===== config.mk =====
export PLATFORM = sky130hd
export DESIGN_NAME = ic_top
export DESIGN_NICKNAME = d
export VERILOG_FILES = /design/src/ic_pkg.sv /design/src/ic_fetch_align.sv /design/src/ic_fill_ctrl.sv /design/src/ic_l1_store.sv /design/src/ic_top.sv
export SDC_FILE = /design/constraint.sdc
export NUM_CORES = 1
export LEC_CHECK = 0
export ABC_CLOCK_PERIOD_IN_PS = 5840
export BUFFER_PORTS_ARGS = -buffer_cell sky130_fd_sc_hd__buf_2
export CAP_MARGIN = 40
export CORE_MARGIN = 2
export CORE_UTILIZATION = 35
export DETAILED_ROUTE_END_ITERATION = 7
export GPL_TIMING_DRIVEN = 0
export PLACE_DENSITY_LB_ADDON = 0.08
export SYNTH_ARGS = -nofsm -noshare
export SYNTH_HDL_FRONTEND = slang
export SYNTH_SLANG_ARGS = --single-unit

===== constraint.sdc =====
create_clock -name clk -period 5.84 [get_ports clk]
set_input_delay 1.168 -clock clk [delete_from_list [all_inputs] [get_ports clk]]
set_output_delay 1.168 -clock clk [all_outputs]
set_load 0.03 [all_outputs]

===== src/ic_pkg.sv =====
// Assumes 16-bit byte addresses and 8-byte lines of two 32-bit words
// ROM window is the top 4 KiB; its 16 lines alias across the whole window
package ic_pkg;

	// ======================================================================
	// Widths and basic types
	// ======================================================================
	localparam int ADDR_BITS = 16;
	// Byte offset bits inside one line
	localparam int OFFSET_BITS = 3;

	typedef logic [ADDR_BITS-1:0] addr_t;
	typedef logic [31:0] word_t;
	// Word 0 sits in the low half
	typedef logic [63:0] line_data_t;
	typedef logic [1:0] fault_t;
	typedef logic [15:0] fill_cnt_t;

	// Fault codes; 1 and 2 stay reserved
	localparam fault_t FAULT_NONE = 2'd0;
	localparam fault_t FAULT_BUS = 2'd3;

	// What one store entry holds besides valid and tag
	typedef struct packed {
		fault_t fault;
		line_data_t data;
	} line_t;

	// Outbound bus request
	typedef struct packed {
		logic cyc;
		logic stb;
		addr_t adr;
	} bus_req_t;

	// Fill controller states
	typedef enum logic [2:0] {
		IDLE,
		ROM_WAIT,
		BUS_ACK,
		FILL_DONE,
		WRITE_WAIT
	} fill_state_t;

	// ======================================================================
	// Boot ROM and trap pattern
	// ======================================================================
	localparam logic [3:0] ROM_BASE_BITS = 4'hf;

	// Replaces both words of a line that took a bus error
	localparam word_t TRAP_WORD = 32'h0010_0073;

	// Indexed by address bits 6 to 3
	localparam line_data_t rom_image [16] = '{
		64'h0000_0093_0000_0013, 64'h0000_0193_0000_0113,
		64'h0000_0293_0000_0213, 64'h0000_0393_0000_0313,
		64'h0010_0413_00f0_0493, 64'h0020_0513_00e0_0593,
		64'h0030_0613_00d0_0693, 64'h0040_0713_00c0_0793,
		64'h1234_5037_0000_0817, 64'h8765_4137_0000_0897,
		64'h0041_0113_0080_0193, 64'h00c2_0213_0100_0293,
		64'h0000_8067_0040_006f, 64'hffdf_f06f_0000_0013,
		64'hdead_beef_cafe_f00d, 64'h0000_0013_0000_0013
	};

	// True inside the ROM window
	function automatic logic in_rom(addr_t adr);
		return adr[ADDR_BITS-1 -: 4] == ROM_BASE_BITS;
	endfunction

endpackage


===== src/ic_fetch_align.sv =====
// Registers the addressed word one clock after a permitted hit
// Valid repeats every cycle while the request stays high and keeps hitting
module ic_fetch_align (
	input  logic           clk,
	input  logic           rst_i,
	input  logic           fetch_req_i,
	input  ic_pkg::addr_t  fetch_adr_i,
	input  logic           hit_i,
	// From the fill controller
	input  logic           retry_ok_i,
	input  ic_pkg::line_t  line_i,
	// Fetch result, all three valid together
	output logic           instr_valid_o,
	output ic_pkg::word_t  instr_o,
	output ic_pkg::fault_t instr_fault_o
);
	import ic_pkg::*;

	logic take;
	word_t sel_word;

	// Hit counts only while the controller is idle and clean
	assign take = fetch_req_i && hit_i && retry_ok_i;

	// Address bit 2 picks the upper word
	assign sel_word = fetch_adr_i[2] ? line_i.data[63:32] : line_i.data[31:0];

	// ======================================================================
	// Output registers
	// ======================================================================
	always_ff @(posedge clk) begin
		if (rst_i) begin
			instr_valid_o <= 1'b0;
		end else begin
			instr_valid_o <= take;
		end
	end

	// Fault code travels with the word
	always_ff @(posedge clk) begin
		if (take) begin
			instr_o <= sel_word;
			instr_fault_o <= line_i.fault;
		end
	end

endmodule


===== src/ic_fill_ctrl.sv =====
// Serves a latched invalidate before any miss; ROM fills never touch the bus
// Bus fill is a two-beat burst held until ack or err; an error ends it with a trap line
module ic_fill_ctrl #(
	parameter int ROM_LATENCY = 1,
	parameter int WRITE_LATENCY = 3
) (
	input  logic             clk,
	input  logic             rst_i,
	// Fetch side
	input  logic             fetch_req_i,
	input  ic_pkg::addr_t    fetch_adr_i,
	input  logic             hit_i,
	// Invalidate request
	input  logic             inv_i,
	input  ic_pkg::addr_t    inv_adr_i,
	// Store write and invalidate
	output logic             wr_o,
	output ic_pkg::addr_t    wr_adr_o,
	output ic_pkg::line_t    wr_line_o,
	output logic             inv_o,
	output ic_pkg::addr_t    inv_adr_o,
	// Aligner enable
	output logic             retry_ok_o,
	// Bus
	output ic_pkg::bus_req_t bus_o,
	input  logic             ack_i,
	input  logic             err_i,
	input  ic_pkg::word_t    dat_i,
	output ic_pkg::fill_cnt_t fill_cnt_o
);
	import ic_pkg::*;

	// One wait counter shared by ROM_WAIT and WRITE_WAIT
	localparam int CNT_MAX = (ROM_LATENCY > WRITE_LATENCY) ? ROM_LATENCY : WRITE_LATENCY;
	localparam int CNT_BITS = $clog2(CNT_MAX + 2);

	typedef logic [CNT_BITS-1:0] cnt_t;

	// ======================================================================
	// State
	// ======================================================================
	fill_state_t state_q;
	cnt_t cnt_q;
	// High once the first beat is in
	logic beat_q;
	logic inv_pend_q;
	logic wr_q;
	// Strobe follows cyc for the whole burst
	logic cyc_q;
	fill_cnt_t fill_cnt_q;

	// Payload, no reset
	addr_t inv_adr_q;
	addr_t fill_adr_q;
	addr_t bus_adr_q;
	line_t line_q;

	logic start_fill;
	logic rom_done;
	logic beat_done;

	// Miss seen in IDLE with nothing ahead of it
	assign start_fill = (state_q == IDLE) && !inv_pend_q && fetch_req_i && !hit_i;
	// Last ROM_WAIT cycle
	assign rom_done = (state_q == ROM_WAIT) && (cnt_q == cnt_t'(ROM_LATENCY));
	// A beat ends on ack or err while the request is up
	assign beat_done = cyc_q && (ack_i || err_i);

	// ======================================================================
	// Control FSM
	// ======================================================================
	always_ff @(posedge clk) begin
		if (rst_i) begin
			state_q <= IDLE;
			cnt_q <= '0;
			beat_q <= 1'b0;
			inv_pend_q <= 1'b0;
			wr_q <= 1'b0;
			cyc_q <= 1'b0;
			fill_cnt_q <= '0;
		end else begin
			// Write strobe is a single-cycle pulse
			wr_q <= 1'b0;

			// Served in IDLE; a fresh pulse re-arms it
			if (state_q == IDLE && inv_pend_q) begin
				inv_pend_q <= 1'b0;
			end
			if (inv_i) begin
				inv_pend_q <= 1'b1;
			end

			case (state_q)
				IDLE: begin
					cnt_q <= '0;
					beat_q <= 1'b0;
					if (start_fill) begin
						if (in_rom(fetch_adr_i)) begin
							state_q <= ROM_WAIT;
						end else begin
							cyc_q <= 1'b1;
							state_q <= BUS_ACK;
						end
					end
				end
				ROM_WAIT: begin
					cnt_q <= cnt_q + 1'b1;
					if (rom_done) begin
						cnt_q <= '0;
						wr_q <= 1'b1;
						state_q <= WRITE_WAIT;
					end
				end
				BUS_ACK: begin
					if (beat_done) begin
						beat_q <= 1'b1;
						// Error on either beat, or the second ack, ends the cycle
						if (err_i || beat_q) begin
							cyc_q <= 1'b0;
							state_q <= FILL_DONE;
						end
					end
				end
				FILL_DONE: begin
					// Faulted fills count too
					wr_q <= 1'b1;
					fill_cnt_q <= fill_cnt_q + 1'b1;
					cnt_q <= '0;
					state_q <= WRITE_WAIT;
				end
				WRITE_WAIT: begin
					cnt_q <= cnt_q + 1'b1;
					if (cnt_q == cnt_t'(WRITE_LATENCY)) begin
						cnt_q <= '0;
						state_q <= IDLE;
					end
				end
				default: begin
					state_q <= IDLE;
				end
			endcase
		end
	end

	// ======================================================================
	// Address and line assembly
	// ======================================================================
	always_ff @(posedge clk) begin
		if (inv_i) begin
			inv_adr_q <= inv_adr_i;
		end

		// Line-aligned miss address, bus starts at word 0
		if (start_fill) begin
			fill_adr_q <= {fetch_adr_i[ADDR_BITS-1:OFFSET_BITS], {OFFSET_BITS{1'b0}}};
			bus_adr_q <= {fetch_adr_i[ADDR_BITS-1:OFFSET_BITS], {OFFSET_BITS{1'b0}}};
			line_q.fault <= FAULT_NONE;
		end

		// ROM lines alias on bits 6 to 3
		if (rom_done) begin
			line_q.data <= rom_image[fill_adr_q[6:3]];
		end

		if (state_q == BUS_ACK && beat_done) begin
			if (err_i) begin
				line_q.fault <= FAULT_BUS;
				line_q.data <= {TRAP_WORD, TRAP_WORD};
			end else if (!beat_q) begin
				line_q.data[31:0] <= dat_i;
				// Second beat address shows the cycle after the first ack
				bus_adr_q <= bus_adr_q + addr_t'(4);
			end else begin
				line_q.data[63:32] <= dat_i;
			end
		end
	end

	// ======================================================================
	// Outputs
	// ======================================================================
	assign wr_o = wr_q;
	assign wr_adr_o = fill_adr_q;
	assign wr_line_o = line_q;

	// Invalidate goes straight to the store in its IDLE cycle
	assign inv_o = (state_q == IDLE) && inv_pend_q;
	assign inv_adr_o = inv_adr_q;

	assign retry_ok_o = (state_q == IDLE) && !inv_pend_q;

	assign bus_o.cyc = cyc_q;
	assign bus_o.stb = cyc_q;
	assign bus_o.adr = bus_adr_q;

	assign fill_cnt_o = fill_cnt_q;

endmodule


===== src/ic_l1_store.sv =====
// Direct-mapped, one line per index, lookup is combinational on the fetch address
// Write and invalidate act on the clock edge; write wins on a shared index
module ic_l1_store #(
	parameter int INDEX_BITS = 3
) (
	input  logic          clk,
	input  logic          rst_i,
	// Lookup port
	input  ic_pkg::addr_t lookup_adr_i,
	output logic          hit_o,
	output ic_pkg::line_t line_o,
	// Line write from the fill controller
	input  logic          wr_i,
	input  ic_pkg::addr_t wr_adr_i,
	input  ic_pkg::line_t wr_line_i,
	// Line invalidate
	input  logic          inv_i,
	input  ic_pkg::addr_t inv_adr_i
);
	import ic_pkg::*;

	localparam int LINES = 1 << INDEX_BITS;
	// Whatever is left above index and offset
	localparam int TAG_BITS = ADDR_BITS - OFFSET_BITS - INDEX_BITS;

	typedef logic [INDEX_BITS-1:0] index_t;
	typedef logic [TAG_BITS-1:0] tag_t;

	// ======================================================================
	// Storage
	// ======================================================================
	// Valid bits are control state
	logic [LINES-1:0] valid_q;
	tag_t tag_mem [LINES];
	line_t line_mem [LINES];

	index_t lookup_idx;
	index_t wr_idx;
	index_t inv_idx;
	tag_t lookup_tag;
	tag_t wr_tag;

	// Address split
	assign lookup_idx = lookup_adr_i[OFFSET_BITS +: INDEX_BITS];
	assign lookup_tag = lookup_adr_i[ADDR_BITS-1 -: TAG_BITS];
	assign wr_idx = wr_adr_i[OFFSET_BITS +: INDEX_BITS];
	assign wr_tag = wr_adr_i[ADDR_BITS-1 -: TAG_BITS];
	assign inv_idx = inv_adr_i[OFFSET_BITS +: INDEX_BITS];

	// ======================================================================
	// Valid bits
	// ======================================================================
	always_ff @(posedge clk) begin
		if (rst_i) begin
			valid_q <= '0;
		end else begin
			if (inv_i) begin
				valid_q[inv_idx] <= 1'b0;
			end
			// Later assignment, so a same-index write wins
			if (wr_i) begin
				valid_q[wr_idx] <= 1'b1;
			end
		end
	end

	// Tag and line payload
	always_ff @(posedge clk) begin
		if (wr_i) begin
			tag_mem[wr_idx] <= wr_tag;
			line_mem[wr_idx] <= wr_line_i;
		end
	end

	// ======================================================================
	// Lookup
	// ======================================================================
	// Hit needs a valid entry and a matching tag
	assign hit_o = valid_q[lookup_idx] && (tag_mem[lookup_idx] == lookup_tag);

	// Line goes out regardless of hit; consumers qualify it
	assign line_o = line_mem[lookup_idx];

endmodule


===== src/ic_top.sv =====
// Store, fill controller and aligner; no handshake on the fetch side
// Bus side stalls only by holding off ack_i
module ic_top #(
	parameter int INDEX_BITS = 3,
	parameter int ROM_LATENCY = 1,
	parameter int WRITE_LATENCY = 3
) (
	input  logic              clk,
	input  logic              rst_i,
	// Fetch
	input  logic              fetch_req_i,
	input  ic_pkg::addr_t     fetch_adr_i,
	output logic              instr_valid_o,
	output ic_pkg::word_t     instr_o,
	output ic_pkg::fault_t    instr_fault_o,
	// Invalidate
	input  logic              inv_i,
	input  ic_pkg::addr_t     inv_adr_i,
	// Bus
	output ic_pkg::bus_req_t  bus_o,
	input  logic              ack_i,
	input  logic              err_i,
	input  ic_pkg::word_t     dat_i,
	output ic_pkg::fill_cnt_t fill_cnt_o
);
	import ic_pkg::*;

	// Lookup result shared by aligner and controller
	logic hit;
	line_t line;

	// Controller to store
	logic wr;
	addr_t wr_adr;
	line_t wr_line;
	logic inv;
	addr_t inv_adr;

	// Controller to aligner
	logic retry_ok;

	// ======================================================================
	// Instances
	// ======================================================================
	ic_l1_store #(
		.INDEX_BITS(INDEX_BITS)
	) ic_l1_store_inst (
		.clk         (clk),
		.rst_i       (rst_i),
		.lookup_adr_i(fetch_adr_i),
		.hit_o       (hit),
		.line_o      (line),
		.wr_i        (wr),
		.wr_adr_i    (wr_adr),
		.wr_line_i   (wr_line),
		.inv_i       (inv),
		.inv_adr_i   (inv_adr)
	);

	ic_fill_ctrl #(
		.ROM_LATENCY  (ROM_LATENCY),
		.WRITE_LATENCY(WRITE_LATENCY)
	) ic_fill_ctrl_inst (
		.clk        (clk),
		.rst_i      (rst_i),
		.fetch_req_i(fetch_req_i),
		.fetch_adr_i(fetch_adr_i),
		.hit_i      (hit),
		.inv_i      (inv_i),
		.inv_adr_i  (inv_adr_i),
		.wr_o       (wr),
		.wr_adr_o   (wr_adr),
		.wr_line_o  (wr_line),
		.inv_o      (inv),
		.inv_adr_o  (inv_adr),
		.retry_ok_o (retry_ok),
		.bus_o      (bus_o),
		.ack_i      (ack_i),
		.err_i      (err_i),
		.dat_i      (dat_i),
		.fill_cnt_o (fill_cnt_o)
	);

	ic_fetch_align ic_fetch_align_inst (
		.clk          (clk),
		.rst_i        (rst_i),
		.fetch_req_i  (fetch_req_i),
		.fetch_adr_i  (fetch_adr_i),
		.hit_i        (hit),
		.retry_ok_i   (retry_ok),
		.line_i       (line),
		.instr_valid_o(instr_valid_o),
		.instr_o      (instr_o),
		.instr_fault_o(instr_fault_o)
	);

endmodule


==> impl_results.md <==
- Critical path, cell by cell: buf_2 > buf_2 > buf_2 > buf_2 > buf_1 > buf_8 > buf_1 > mux4_2 > mux4_2
- # setup viols final: 0
- Max-Slew Margin vs Limit: around two fifths
- Setup tns final: 0 ps
- Min Hold Slack: between 400 and 500 ps
- Crit. End Element: flip-flop
- Cts hold-fix bufs: 0
- Worst Path Arrival: approximately 4800 ps
- Final Power: around 13 mW
- Die extent in x: 295 microns
- Syn Std Cell Area: roughly 30000 sq um
- Syn nets: ~1600
- First-pass GRT wire length: between 100000 and 150000 microns
- Share of layout cells above drive strength 1: between 20% and 30%
- GR Util All Layers: between 10% and 20%
- Initial antenna violation count: 12
- GR Overflow Total: 0
- Yosys reg bits: ~780
- Fmax: between 200 and 250 MHz
- Power Density: between 300 and 400 nW/um^2
- Worst Clk Skew: approximately 18 ps
- Layout area overhead: 18.8%
- Final hold vios: 0
- Crit Path Max Fanout: 11
- Ys Warns: 0
- Predominant post-synthesis flop cell: edfxtp_1
- Lkg Pwr: 11.6 nW
- Post-DR wirelength/cell: approximately 27 microns
- Clk sinks: 775
- Tightest Pin Transition: a little over 900 ps
- Worst EP required: approximately 6200 ps
- Status: finished clean
- Pin count of the biggest net entering global routing: 48
- Mean Syn Cell Area: between 15 and 20 sq um
- Core area: around 84000 sq um
- 1st-pass router iterations: 5
- Minimum clock period: 4420 ps
- CTS Buf Count: 84
- Vias in the first global route: between 15000 and 20000
- Worst Hold Class: reg -> reg
- Commonest cells after routing, fill and taps aside: edfxtp_1 (660), mux4_2 (178), buf_2 (137), dfxtp_1 (115), clkbuf_16 (86)
- Place WS: roughly 650 ps
- Post-CTS resize count: 0
- Maximum vdd ir drop: just over 0.0002 V
- Yosys cell types: 63
- # DRC: 0
- Post-synthesis cell count: roughly 1500
- Die ar.: roughly 87000 sq um
- Number of synthesized flops with an enable pin: 660
- Vias per std cell: between 5 and 6
- Boundary Pins: around 140
- Post-CTS Setup Inserts: 0
- Clock Latency Late Sink: between 600 and 700 ps
- Most used cell, CP: buf_2
- Most common cell after layout, fill and taps aside: edfxtp_1
- CTS tree: done
- DP HPWL: between 50000 and 60000 microns
- Final ANT Viol Nets: 0
- Max_cap viols: 0
- Max stage delay on crit path: roughly 630 ps
- Asr flop ratio synth: 0%
- Startpoint types: input port
- Post-synthesis sequential area ratio: about three quarters
- RSZ-0062 raised after global routing: false
- # H-tree levels: 3
- Fin crit share: approximately 76%
- Max-slew violation count: 0
- Die Y: between 200 and 300 microns
- Worst Setup Path Type: in -> reg
- Clock Tree Buf Depth: 3
- Routed via count: between 15000 and 20000
- Finished Core Util: between 40% and 50%
- # rows: 106
- Worst setup margin: 1420 ps
- Nets: ~1900
- Final wirelength: approximately 79000 microns
- Initial drt markers: between 1000 and 1500
- Root Buffer: clkbuf_16
- Gp weighted congestion: between 0.8 and 0.9
- Clk pin slew, worst setup/hold paths: 60 ps
- Initial Utilization: 35.4%
- Slowest CP cell: buf_1
- Port Buffers: 122
## worst max-delay path, delay by kind of cell
kind,cells,cell delay [ps]
buffers and inverters,7,2610
multiplexers,2,940
## routing by layer
metal  vias up  share of wire [%]  track usage [%]  wire [microns]
met2       424                 47             29.7           37600
met5         -               0.16                0             131
met4        22                1.6             4.47            1300
met1      8175                 45             25.4           35400
li1       6767                  -                -               -
met3       114                6.2             4.65            4950
## cell usage after synthesis, drive strengths merged (7+ instances only)
cell	count	share of area (%)
edfxtp	660	67
mux4	186	14
dfxtp	115	7.8
nand2	69	0.88
a21oi	66	1.1
o21ai	62	1.1
nor2	55	0.70
clkbuf	46	0.58
buf	37	0.70
inv	21	0.27
xor2	19	0.56
nand3	17	0.29
and3	16	0.34
mux2i	15	0.51
nor3	14	0.27
a221o	12	0.41
ha	11	0.47
o221a	8	0.30
nand2b	7	0.15
nand4	7	0.17
## final timing paths
kind                                     endpoint  cells past startpoint  slack (ps)                    startpoint
setup / recovery   ic_fetch_align_inst.instr_o[1]                      9        1420                fetch_adr_i[4]
hold / removal        ic_l1_store_inst.valid_q[0]                      2         480   ic_l1_store_inst.valid_q[0]
setup reg to reg  ic_fill_ctrl_inst.wr_line_o[30]                      8        1960  ic_fill_ctrl_inst.state_q[2]
hold reg to reg       ic_l1_store_inst.valid_q[0]                      2         480   ic_l1_store_inst.valid_q[0]
## area by class of cell
| class | instances | area, sq um |
|---|---|---|
| Antenna cell | 1 | 2.50 |
| Buffer | 83 | 380 |
| Clock buffer | 116 | 2390 |
| Clock inverter | 40 | 343 |
| Fill cell | 7476 | 48500 |
| Inverter | 21 | 114 |
| Multi-Input combinational cell | 646 | 7030 |
| Sequential cell | 775 | 22100 |
| Tap cell | 1134 | 1420 |
| Timing Repair Buffer | 168 | 1350 |
## registers in the layout (all words and copies together) (netlist names)
register and count:
ic_l1_store_inst.line_mem 528, ic_l1_store_inst.tag_mem 80, ic_fill_ctrl_inst.wr_line_o 66, ic_fetch_align_inst.instr_o 32
ic_fill_ctrl_inst.bus_adr_q 16, ic_fill_ctrl_inst.fill_cnt_o 16, ic_fill_ctrl_inst.wr_adr_o 13, ic_l1_store_inst.valid_q 8
ic_fill_ctrl_inst.cnt_q 3, ic_fill_ctrl_inst.inv_adr_o 3, ic_fill_ctrl_inst.state_q 3, ic_fetch_align_inst.instr_fault_o 2
ic_fetch_align_inst.instr_valid_o 1, ic_fill_ctrl_inst.beat_q 1, ic_fill_ctrl_inst.cyc_q 1, ic_fill_ctrl_inst.inv_pend_q 1
ic_fill_ctrl_inst.wr_o 1
## power by group
group	switching, mW	internal, mW	total (mW)	leakage, nW
Combinational	0.382	0.340	0.722	3.34
Clock	2.16	3.09	5.25	1.34
Sequential	0.533	6.65	7.18	6.94
## through the flow
| step | instance area (sq um) | cells |
|---|---|---|
| final | 35200 | 2984 |
| after global routing | 35200 | 2983 |
| after CTS | 35200 | 2983 |
| after detailed placement | 32400 | 2827 |
| after global placement | 31600 | 2781 |
| after floorplan | 29600 | 1525 |
## cell families after synthesis
family / share of synthesized area, %
flops: 74.8
simple gates: 3.50
buf+inv: 1.55
xor+xnor: 0.710
fa+ha+maj: 0.465
mux: 14.8
compound gates: 4.17
No activity file was read; power rests on OpenSTA's default activity.
